==> config.mk <==
export PLATFORM = sky130hd
export DESIGN_NAME = countConnectedTop
export DESIGN_NICKNAME = d
export VERILOG_FILES = /design/src/common/ccPkg.sv /design/src/common/exploreIf.sv /design/src/hdl/countConnectedTop.sv /design/src/hdl/countController.sv /design/src/explorer/explorationStep.sv /design/src/explorer/latticeClosure.sv /design/src/hdl/firstBitFinder.sv
export VERILOG_INCLUDE_DIRS = /design/src /design/src/common
export SDC_FILE = /design/constraint.sdc
export NUM_CORES = 2
export LEC_CHECK = 0
export ABC_AREA = 0
export BUFFER_PORTS_ARGS = -buffer_cell sky130_fd_sc_hd__buf_2
export CAP_MARGIN = 30
export CORE_ASPECT_RATIO = 1.5
export CORE_MARGIN = 1.5
export CORE_UTILIZATION = 55
export DETAILED_ROUTE_END_ITERATION = 6
export GPL_TIMING_DRIVEN = 0
export PLACE_DENSITY_LB_ADDON = 0.08
export SYNTH_ARGS = -nofsm -noshare
export SYNTH_HDL_FRONTEND = slang
export SYNTH_HIERARCHICAL = 1
export SYNTH_SLANG_ARGS = --single-unit
==> constraint.sdc <==
create_clock -name clk -period 16.3 [get_ports clk]
set_clock_uncertainty 0.2 [all_clocks]
set_input_delay 0.815 -clock clk [delete_from_list [all_inputs] [get_ports clk]]
set_output_delay 0.815 -clock clk [all_outputs]
set_load 0.01 [all_outputs]
==> src/common/cc_config.svh <==
`ifndef CC_CONFIG_SVH
`define CC_CONFIG_SVH

// Variables of the Boolean lattice
`define CC_VARS 7

// One bit per lattice element, 2 ** CC_VARS
`define CC_GRAPH_BITS 128

// Largest antichain of the 7-variable lattice is 35
`define CC_COUNT_BITS 6

`define CC_TAG_BITS 10

`endif
==> src/common/ccPkg.sv <==
`include "cc_config.svh"

package ccPkg;

    // Bit index is the variable set of the lattice element
    typedef logic [`CC_GRAPH_BITS-1:0] graphT;

    typedef logic [`CC_COUNT_BITS-1:0] countT;

    typedef logic [`CC_TAG_BITS-1:0] tagT;

    // Controller FSM states
    typedef enum logic [1:0] {
        stIdle,
        stSeed,
        stExplore,
        stReport
    } ctrlStateT;

endpackage

==> src/common/exploreIf.sv <==
`timescale 1ns/1ps

interface exploreIf;
    import ccPkg::*;

    // Request side, sampled in the start cycle only
    logic  start;
    graphT extending;
    graphT leftover;

    // Result side, valid with the resultValid pulse
    logic  resultValid;
    graphT extended;
    graphT reduced;
    logic  finished;

    modport controller (
        output start, extending, leftover,
        input  resultValid, extended, reduced, finished
    );

    modport explorer (
        input  start, extending, leftover,
        output resultValid, extended, reduced, finished
    );

endinterface

==> src/hdl/countConnectedTop.sv <==
`timescale 1ns/1ps

module countConnectedTop (
    input  logic         clk,
    input  logic         arstN,
    output logic         request,
    input  ccPkg::graphT graphIn,
    input  logic         graphInAvailable,
    input  ccPkg::tagT   tagIn,
    output logic         done,
    output ccPkg::countT connectCount,
    output ccPkg::tagT   tagOut
);
    import ccPkg::*;

    graphT leftoverGraph;
    graphT seed;
    logic  nonEmpty;

    exploreIf exIf ();

    countController controller (
        .clk              (clk),
        .arstN            (arstN),
        .request          (request),
        .graphIn          (graphIn),
        .graphInAvailable (graphInAvailable),
        .tagIn            (tagIn),
        .seed             (seed),
        .nonEmpty         (nonEmpty),
        .leftoverGraph    (leftoverGraph),
        .ex               (exIf),
        .done             (done),
        .connectCount     (connectCount),
        .tagOut           (tagOut)
    );

    // Seed for the next component
    firstBitFinder seedFinder (
        .graph    (leftoverGraph),
        .seed     (seed),
        .nonEmpty (nonEmpty)
    );

    explorationStep stepUnit (
        .clk   (clk),
        .arstN (arstN),
        .ex    (exIf)
    );

endmodule

==> src/hdl/countController.sv <==
`timescale 1ns/1ps

module countController (
    input  logic         clk,
    input  logic         arstN,
    output logic         request,
    input  ccPkg::graphT graphIn,
    input  logic         graphInAvailable,
    input  ccPkg::tagT   tagIn,
    input  ccPkg::graphT seed,
    input  logic         nonEmpty,
    output ccPkg::graphT leftoverGraph,
    exploreIf.controller ex,
    output logic         done,
    output ccPkg::countT connectCount,
    output ccPkg::tagT   tagOut
);
    import ccPkg::*;

    ctrlStateT state;
    graphT     leftover;
    graphT     extending;
    countT     count;
    tagT       tag;

    logic accept;

    assign request = (state == stIdle);
    assign accept  = request && graphInAvailable;

    assign leftoverGraph = leftover;
    assign ex.leftover   = leftover;
    assign ex.extending  = extending;

    // Control path
    always_ff @(posedge clk or negedge arstN) begin
        if (!arstN) begin
            state    <= stIdle;
            ex.start <= 1'b0;
            done     <= 1'b0;
        end else begin
            ex.start <= 1'b0;
            done     <= 1'b0;
            case (state)
                stIdle: begin
                    if (accept) begin
                        state <= stSeed;
                    end
                end
                stSeed: begin
                    if (nonEmpty) begin
                        ex.start <= 1'b1;
                        state    <= stExplore;
                    end else begin
                        // Nothing left so the count is final
                        done  <= 1'b1;
                        state <= stReport;
                    end
                end
                stExplore: begin
                    if (ex.resultValid) begin
                        if (ex.finished) begin
                            state <= stSeed;
                        end else begin
                            ex.start <= 1'b1;
                        end
                    end
                end
                stReport: begin
                    state <= stIdle;
                end
                default: begin
                    state <= stIdle;
                end
            endcase
        end
    end

    // Graph, count and tag
    always_ff @(posedge clk) begin
        case (state)
            stIdle: begin
                if (accept) begin
                    leftover <= graphIn;
                    tag      <= tagIn;
                    count    <= '0;
                end
            end
            stSeed: begin
                if (nonEmpty) begin
                    extending <= seed;
                end else begin
                    connectCount <= count;
                    tagOut       <= tag;
                end
            end
            stExplore: begin
                if (ex.resultValid) begin
                    if (ex.finished) begin
                        // Completed component leaves the graph
                        leftover <= ex.reduced;
                        count    <= count + 1'b1;
                    end else begin
                        extending <= ex.extended;
                    end
                end
            end
            default: begin
            end
        endcase
    end

    // A result is only reported once the graph is used up
    doneNotIdle: assert property (@(posedge clk) disable iff (!arstN)
        done |-> !request && leftover == '0)
        else $error("done raised while request is high or the graph is not empty");

endmodule

==> src/explorer/explorationStep.sv <==
`timescale 1ns/1ps

module explorationStep (
    input logic          clk,
    input logic          arstN,
    exploreIf.explorer   ex
);
    import ccPkg::*;

    graphT upClosed;
    graphT midPoint;
    graphT downClosed;

    // Request payload aligned with the closure stages
    graphT leftoverD1;
    graphT leftoverD2;
    graphT extendingD1;
    graphT extendingD2;

    logic validD1;
    logic validD2;

    // Stage 1
    latticeClosure #(.UP(1'b1)) upClosure (
        .clk      (clk),
        .arstN    (arstN),
        .graphIn  (ex.extending),
        .graphOut (upClosed)
    );

    // Stage 2 on the part of the upward closure still in the graph
    assign midPoint = upClosed & leftoverD1;

    latticeClosure #(.UP(1'b0)) downClosure (
        .clk      (clk),
        .arstN    (arstN),
        .graphIn  (midPoint),
        .graphOut (downClosed)
    );

    always_ff @(posedge clk) begin
        leftoverD1  <= ex.leftover;
        leftoverD2  <= leftoverD1;
        extendingD1 <= ex.extending;
        extendingD2 <= extendingD1;
    end

    // Stage 3 splits the leftover graph
    always_ff @(posedge clk) begin
        ex.extended <= leftoverD2 & downClosed;
        ex.reduced  <= leftoverD2 & ~downClosed;
        ex.finished <= (leftoverD2 & downClosed) == extendingD2;
    end

    always_ff @(posedge clk or negedge arstN) begin
        if (!arstN) begin
            validD1        <= 1'b0;
            validD2        <= 1'b0;
            ex.resultValid <= 1'b0;
        end else begin
            validD1        <= ex.start;
            validD2        <= validD1;
            ex.resultValid <= validD2;
        end
    end

    // Only one step may be in flight
    singleInFlight: assert property (@(posedge clk) disable iff (!arstN)
        ex.start |=> !ex.start ##1 !ex.start ##1 !ex.start)
        else $error("start issued while a step was still in flight");

    // Neither the old nor the new extension may land in the reduced graph
    splitDisjoint: assert property (@(posedge clk) disable iff (!arstN)
        ex.resultValid |-> ((ex.extended | $past(ex.extending, 3)) & ex.reduced) == '0)
        else $error("reduced overlaps the extension");

endmodule

==> src/explorer/latticeClosure.sv <==
`timescale 1ns/1ps
`include "cc_config.svh"

module latticeClosure #(
    // 1 closes towards supersets, 0 towards subsets
    parameter bit UP = 1'b1
) (
    input  logic         clk,
    input  logic         arstN,
    input  ccPkg::graphT graphIn,
    output ccPkg::graphT graphOut
);
    import ccPkg::*;

    localparam int Vars = `CC_VARS;
    localparam int Bits = `CC_GRAPH_BITS;

    graphT closed;

    // One pass per variable, each pass moves bits across that variable only,
    // so the partner bits read in a pass are never written by the same pass
    always_comb begin
        closed = graphIn;
        for (int v = 0; v < Vars; v++) begin
            for (int i = 0; i < Bits; i++) begin
                if (((i >> v) & 1) == int'(UP)) begin
                    closed[i] = closed[i] | closed[i ^ (1 << v)];
                end
            end
        end
    end

    always_ff @(posedge clk or negedge arstN) begin
        if (!arstN) begin
            graphOut <= '0;
        end else begin
            graphOut <= closed;
        end
    end

endmodule

==> src/hdl/firstBitFinder.sv <==
`timescale 1ns/1ps
`include "cc_config.svh"

module firstBitFinder (
    input  ccPkg::graphT graph,
    output ccPkg::graphT seed,
    output logic         nonEmpty
);
    localparam int Bits = `CC_GRAPH_BITS;
    localparam int Nibbles = Bits / 4;
    localparam int Groups = Bits / 16;

    logic [Nibbles-1:0] hasBit4;
    logic [Groups-1:0]  hasBit16;
    logic [1:0]         hasBit64;

    // Lowest occupied nibble within each 16-bit group
    logic [Nibbles-1:0] firstBit4;
    // Lowest occupied 16-bit group within each half
    logic [Groups-1:0]  firstBit16;
    logic [1:0]         firstBit64;

    function automatic logic [3:0] lowestOf4(input logic [3:0] v);
        lowestOf4 = {v[3] & ~|v[2:0], v[2] & ~|v[1:0], v[1] & ~v[0], v[0]};
    endfunction

    always_comb begin
        for (int n = 0; n < Nibbles; n++) begin
            hasBit4[n] = |graph[4*n +: 4];
        end
        for (int g = 0; g < Groups; g++) begin
            hasBit16[g] = |hasBit4[4*g +: 4];
            firstBit4[4*g +: 4] = lowestOf4(hasBit4[4*g +: 4]);
        end
        for (int h = 0; h < 2; h++) begin
            hasBit64[h] = |hasBit16[4*h +: 4];
            firstBit16[4*h +: 4] = lowestOf4(hasBit16[4*h +: 4]);
        end
        // The upper half only counts when the lower half is empty
        firstBit64 = {hasBit64[1] & ~hasBit64[0], hasBit64[0]};
        for (int n = 0; n < Nibbles; n++) begin
            seed[4*n +: 4] = lowestOf4(graph[4*n +: 4])
                & {4{firstBit4[n] & firstBit16[n/4] & firstBit64[n/16]}};
        end
        nonEmpty = |hasBit64;
    end

    // Seed is a single graph bit with no set graph bit below it
    always_comb begin
        assert final ($onehot0(seed) && ((seed != '0) == nonEmpty)
                      && ((seed & graph) == seed)
                      && (((seed - 1'b1) & graph) == '0))
            else $error("firstBitFinder seed is not the lowest set bit");
    end

endmodule

Word-level counts from Yosys, hierarchy flattened --
Cells that the tools add are included.
Word-level totals: logic and storage cells 1441, output and inout port bits 18, bits in registers 1320, input port bits 141
Cells by class: add/subtract/negate cells 1, reduce and logical (&&, ||, !) cells 220, bitwise operators 1167, equality and inequality tests 9, muxes and demuxes 23
Operator list (number):
- $or A1 B1 Y1 | 896
- $mux W128 | 6
- $pmux W128 S2 | 2
- $and A128 B128 Y128 | 3
- $and A1 B1 Y1 | 191
- $and A4 B4 Y4 | 32
- $eq A128 B128 Y1 | 1
- $not A128 Y128 | 1
- $reduce_or A128 Y1 | 1
- $reduce_or A16 Y1 | 8
- $reduce_or A4 Y1 | 32
- $reduce_or A64 Y1 | 2
- $reduce_or A12 Y1 | 8
- $reduce_or A3 Y1 | 32
- $reduce_or A48 Y1 | 2
- $logic_not A1 Y1 | 84
- $reduce_or A2 Y1 | 32
- $reduce_or A32 Y1 | 2
- $reduce_or A8 Y1 | 8
- $not A1 Y1 | 44
- $mux W6 | 3
- $pmux W6 S2 | 1
- $pmux W2 S4 | 1
- $reduce_and A4 Y1 | 2
- other kinds (13) | 26

Logic depth before layout (Yosys ltp) --
depth in word-level cells 8, depth in mapped cells 9, gate-level depth less buffers 7

Hierarchy --
The synthesis kept the hierarchy.
By module, submodules not included:
- explorationStep | area each 19866.6 µm², times used 1, cells an instance 1497, seq. area each 15469.8 µm²
- countController | area each 13190.2 µm², times used 1, cells an instance 746, seq. area each 8748.4 µm²
- latticeClosure (stepUnit.downClosure) | area each 4994.8 µm², times used 1, cells an instance 439, seq. area each 3203.1 µm²
- latticeClosure (stepUnit.upClosure) | area each 4933.5 µm², times used 1, cells an instance 427, seq. area each 3203.1 µm²
- firstBitFinder | area each 1784.2 µm², times used 1, cells an instance 275, seq. area each 0.0 µm²

Least setup slack after synthesis --
Ideal clock, no wire load.
path type register to register, start reg controller.state[0], end reg controller.count[0], enable pin, clock period less this slack 11.989 ns, path buffers 3, data required time 15.275 ns, cell stages (with the launch flop) 8, arrival 10.964 ns, library setup time 0.825 ns, setup slack 4.311 ns, cells stage by stage dfrtp_1 > inv_1 > ha_1 > buf_4 > buf_6 > buf_6 > nor2_1 > a211oi_1
Between the ends: cells in the longest elaborated chain, start to end 4, elaborated cells on any way between the ends 8, those cells by class eq/ne: 4; reduce/logical: 4
RTL lines:
- start: declaration | RTL line countController.sv:20 | ctrlStateT state;
- start signal: assignment | RTL line countController.sv:38 | state <= stIdle;
- start signal: assignment | RTL line countController.sv:47 | state <= stSeed;
- start signal: assignment | RTL line countController.sv:53 | state <= stExplore;
- $logic_not A2 Y1 | RTL line countController.sv:28, countController.sv:81
- $logic_and A1 B1 Y1 | RTL line countController.sv:29 | assign accept = request && graphInAvailable;
- $ne A2 B2 Y1 (no source line)
- $reduce_and A4 Y1 (no source line) (*)
- end signal: assignment | RTL line countController.sv:102 | count <= count + 1'b1;
- end: declaration | RTL line countController.sv:23 | countT count;
Mark *: on every way between the ends. The rest lies on a longest branch, timed or not. A chain may end at the register's enable or synchronous reset.

Worst setup path in the final report --
start reg controller.leftover[32] (netlist: controller/ex.leftover[32]), end reg controller.extending[37] (netlist: controller/ex.extending[37]), enable pin
Between the ends: cells in the longest elaborated chain, start to end 3
RTL lines:
- start: declaration | RTL line countController.sv:21 | graphT leftover;
- start signal: assignment | RTL line countController.sv:84 | leftover <= graphIn;
- start signal: assignment | RTL line countController.sv:101 | leftover <= ex.reduced;
- $reduce_or A128 Y1 | RTL line firstBitFinder.sv:45 | nonEmpty = |hasBit64;
- named net nonEmpty | RTL line countConnectedTop.sv:18 | logic nonEmpty;
- $ne A2 B1 Y1 (no source line)
- $reduce_and A4 Y1 (no source line)
- end signal: assignment | RTL line countController.sv:104 | extending <= ex.extended;
- end: declaration | RTL line countController.sv:22 | graphT extending;
The timed path passes the listed nets, and every way through them passes these cells.

==> results.py <==
metrics = {
    "outcome": {
        "result_of_the_run": "completed",
    },
    "detailed_routing": {
        "final_antenna_net_count": 0,
        "drc": 0,
        "drt_initial_violations": 3054,
        "drt-pass1-iter-count": 6,
        "detailroute.via_count": 29800,
        "wl_per_cell_um": 35.1,
        "drt_wl_total_mm": 172,
        "detail_route.vias_per_cell": 6.11,
    },
    "run": {
        "cap_viol_max_count": 0,
    },
    "placement": {
        "dpl.hpwl_mm": 137,
        "port_buffers": 158,
        "postPlaceCellArea_mm2": 0.0478,
        "gp_congestion": 1.09,
    },
    "worst_setup_path": {
        "arrival_ns": 6.56,
        "crit_path_max_fanout": 16,
        "timing.critical_path.required_ns": 16.58,
        "worstSetupEndpointType": "register",
        "cp.buffers_inverters": 8,
        "type_of_the_setup_path_with_the_least_slack": "register to register",
        "crit_slowest_cell": "or3_1",
        "worstPathCellList": "buf_4 -> nor4_1 -> nand4_1 -> or3_1 -> nor2_1 -> clkbuf_2 -> nand4_1 -> nor2b_1 -> buf_6 -> a211oi_4 -> buf_8 -> buf_8 -> buf_16 -> buf_8 -> buf_8",
        "critical_path.max_stage_delay_ns": 0.86,
        "family_of_cells_with_the_greatest_summed_delay_on_the_critical_path": "simple AND/OR/NAND/NOR gates",
        "startpoint_type": "register",
        "critical_path.most_common_cell": "buf_8",
    },
    "cts": {
        "cts.reportedPaths.clkPinSlew_ns": 0.07,
        "cts-buffers-inserted": 113,
        "h-tree-depth": 3,
        "cts_post_setup_buffers_inserted": 0,
        "max-clock-path-buffers": 3,
        "cts_tree": "built",
        "post_cts_resize_count": 0,
        "clock_insertion_delay_worst_skew_ns": 0.73,
        "cts.sink_count": 1320,
        "clock_tree.root_cell": "clkbuf_16",
    },
    "logic_synthesis": {
        "syn_nets": 3532,
        "synth_enable_flop_cells": 288,
        "synth.yosys.seq_area_share_pct": 68.4,
        "netlist-cell-type-count": 57,
        "synth-main-ff-cell": "dfxtp_1",
        "post_synth_arst_share_pct": 19.9,
        "synth_cells": 3384,
        "avgSynthCellArea_um2": 13.2,
        "synth.cell_area_mm2": 0.0448,
        "count_of_synthesis_stage_warnings_from_yosys": 6,
        "synth_seq_cells": 1320,
    },
    "floorplan": {
        "fp-row-count": 128,
        "die_height_um": 352,
        "floorplan.die_area_mm2": 0.0832,
        "initial_core_util_pct": 55.4,
        "die_width_um": 236,
        "design.portCount": 159,
        "placeableCoreArea_mm2": 0.0809,
    },
    "timing": {
        "max_transition_margin_pct": 22.9,
        "report.final.slew_viol_count": 0,
        "tightest_slew_ns": 1.15,
        "timing_hold_violations_final": 0,
        "grt_setup_unrepaired": "no",
        "whs_ns": 0.0612,
        "finalWorstPathRequiredPeriod_ns": 6.28,
        "setup_viol_count_final": 0,
        "max_clock_freq_mhz": 159,
        "layout_worst_path_cycle_share_pct": 38.5,
    },
    "power_and_ir_drop": {
        "ir_worst_vdd_mv": 0.105,
        "cell_pwr_density_mw_per_mm2": 120,
        "total_leakage_power_nw": 19.8,
    },
    "global_routing": {
        "first_global_vias": 30200,
        "first_pass_grt_wire_length_mm": 234,
        "number_of_antenna_violations_at_the_first_check_in_global_routing": 20,
        "grt_remaining_overflow": 0,
        "groute.usage.overall_pct": 41.4,
        "grt_max_degree": 92,
    },
    "min_path": {
        "hp-class": "input port to register",
    },
    "layout": {
        "final_layout_size_suffix_gt1_share_pct": 24.8,
        "syn2layout_area_growth_pct": 15.9,
        "fillCellCount": 6023,
        "design.final.nets": 3881,
        "postLayoutCellArea_mm2": 0.0519,
        "area.sequential_mm2": 0.0306,
        "multi_input_comb_area_mm2": 0.0128,
    },
}
## metrics by stage
step                      total power [mW]  utilization, %  cells  worst slack, ns  TNS (ns)
final                                 6.24            64.1   4886            10.02         0
after global routing                  6.39            64.1   4876             9.88         0
after CTS                             6.26            64.1   4870            10.14         0
after detailed placement              3.44            59.1   4654            10.18         0
after global placement                3.44            57.9   4582            -4.01   -861.67
after floorplan                       3.40               -   3384             4.31         0
## routing by layer
metal	global-route usage [%]	share of wire, %	vias to the layer above
met5	0	0.029	-
met4	34.4	9.6	8
met3	7.08	7.6	434
met2	65.7	46	1549
met1	49.5	36	15100
li1	-	-	12700
## layout by cell type (no fill, tap or decap), types with 98 or more instances in the layout
cell / count
a21oi_1: 128
buf_4: 150
dfxtp_1: 769
edfxtp_1: 288
nor2_1: 113
nor2b_1: 130
nand2_1: 98
clkbuf_16: 121
and2_1: 285
and3_1: 179
nor4_1: 146
buf_2: 194
dfrtp_1: 263
mux2_2: 258
## flip-flops by register name (all words and copies together) (netlist names), 128 cells and up
register,cells
controller/ex.extending,128
controller/ex.leftover,128
stepUnit/downClosure/graphOut,128
stepUnit/ex.extended,128
stepUnit/ex.reduced,128
stepUnit/extendingD1,128
stepUnit/extendingD2,128
stepUnit/leftoverD1,128
stepUnit/leftoverD2,128
stepUnit/upClosure/graphOut,128
## layout make-up
| cell class | instances | area share (%) |
|---|---|---|
| tap | 1040 | 2.51 |
| antenna | 13 | 0.0627 |
| buffer | 180 | 2.59 |
| sequential | 1320 | 59.0 |
| multi-input combinational | 1836 | 24.7 |
| timing repair buffer | 234 | 3.02 |
| inverter | 48 | 0.347 |
| clock inverter | 53 | 1.20 |
| clock buffer | 162 | 6.54 |
## logic make-up after synthesis
group,synth area share [%]
simple gates,19.0
flops,68.4
mux,6.51
buf+inv,3.41
compound gates,2.42
fa+ha+maj,0.196
xor+xnor,0.0587
## worst paths after layout
path / startpoint / endpoint / slack, ns / cells past startpoint
hold / removal: tagIn[8] / controller/tag[8] / 0.06 / 1
setup reg to reg: controller/ex.leftover[32] / controller/ex.extending[37] / 10.02 / 15
setup / recovery: controller/ex.leftover[32] / controller/ex.extending[37] / 10.02 / 15
max in group asynchronous: arstN / stepUnit/downClosure/graphOut[112] / 14.38 / 4
min in group asynchronous: arstN / stepUnit/downClosure/graphOut[50] / 0.34 / 2
hold reg to reg: stepUnit/extendingD1[81] / stepUnit/extendingD2[81] / 0.12 / 0
## power breakdown
group / leakage, nW / switching, mW / internal [mW]
registers: 11.4 / 0 / 3.33
clock network: 1.98 / 1.25 / 1.62
logic: 6.41 / 0.0214 / 0.0143
total: 19.8 / 1.27 / 4.97
## cell usage after synthesis (all sizes together), types with 2 or more instances
cell type	number	area share [%]
o22ai	64	0.89
nor3b	12	0.20
and2	287	4.0
a211oi	2	0.034
and3b	8	0.16
nand2	98	0.82
or3	30	0.44
nand3b	7	0.12
xnor2	2	0.039
and4	19	0.37
edfxtp	288	19
nor4bb	2	0.045
nor2	114	0.97
inv	48	0.40
nor4b	15	0.29
mux2	258	6.5
clkbuf	17	0.15
dfrtp	263	15
and4b	20	0.45
ha	7	0.20
nor4	190	3.1
or4	28	0.49
or2	43	0.60
dfxtp	769	34
nor2b	130	1.8
and3	179	2.5
nand4	59	0.87
or4b	3	0.075
nand3	58	0.66
nand4b	12	0.23
nand2b	13	0.18
a21oi	128	1.4
and2b	4	0.073
buf	163	2.9
nor3	39	0.47
## repair_timing
item,CTS,global route
endpoints found under the setup margin,0,0
endpoints found under the hold margin,30,0
hold buffers,1,0
Power figures use the tool's default switching activity.
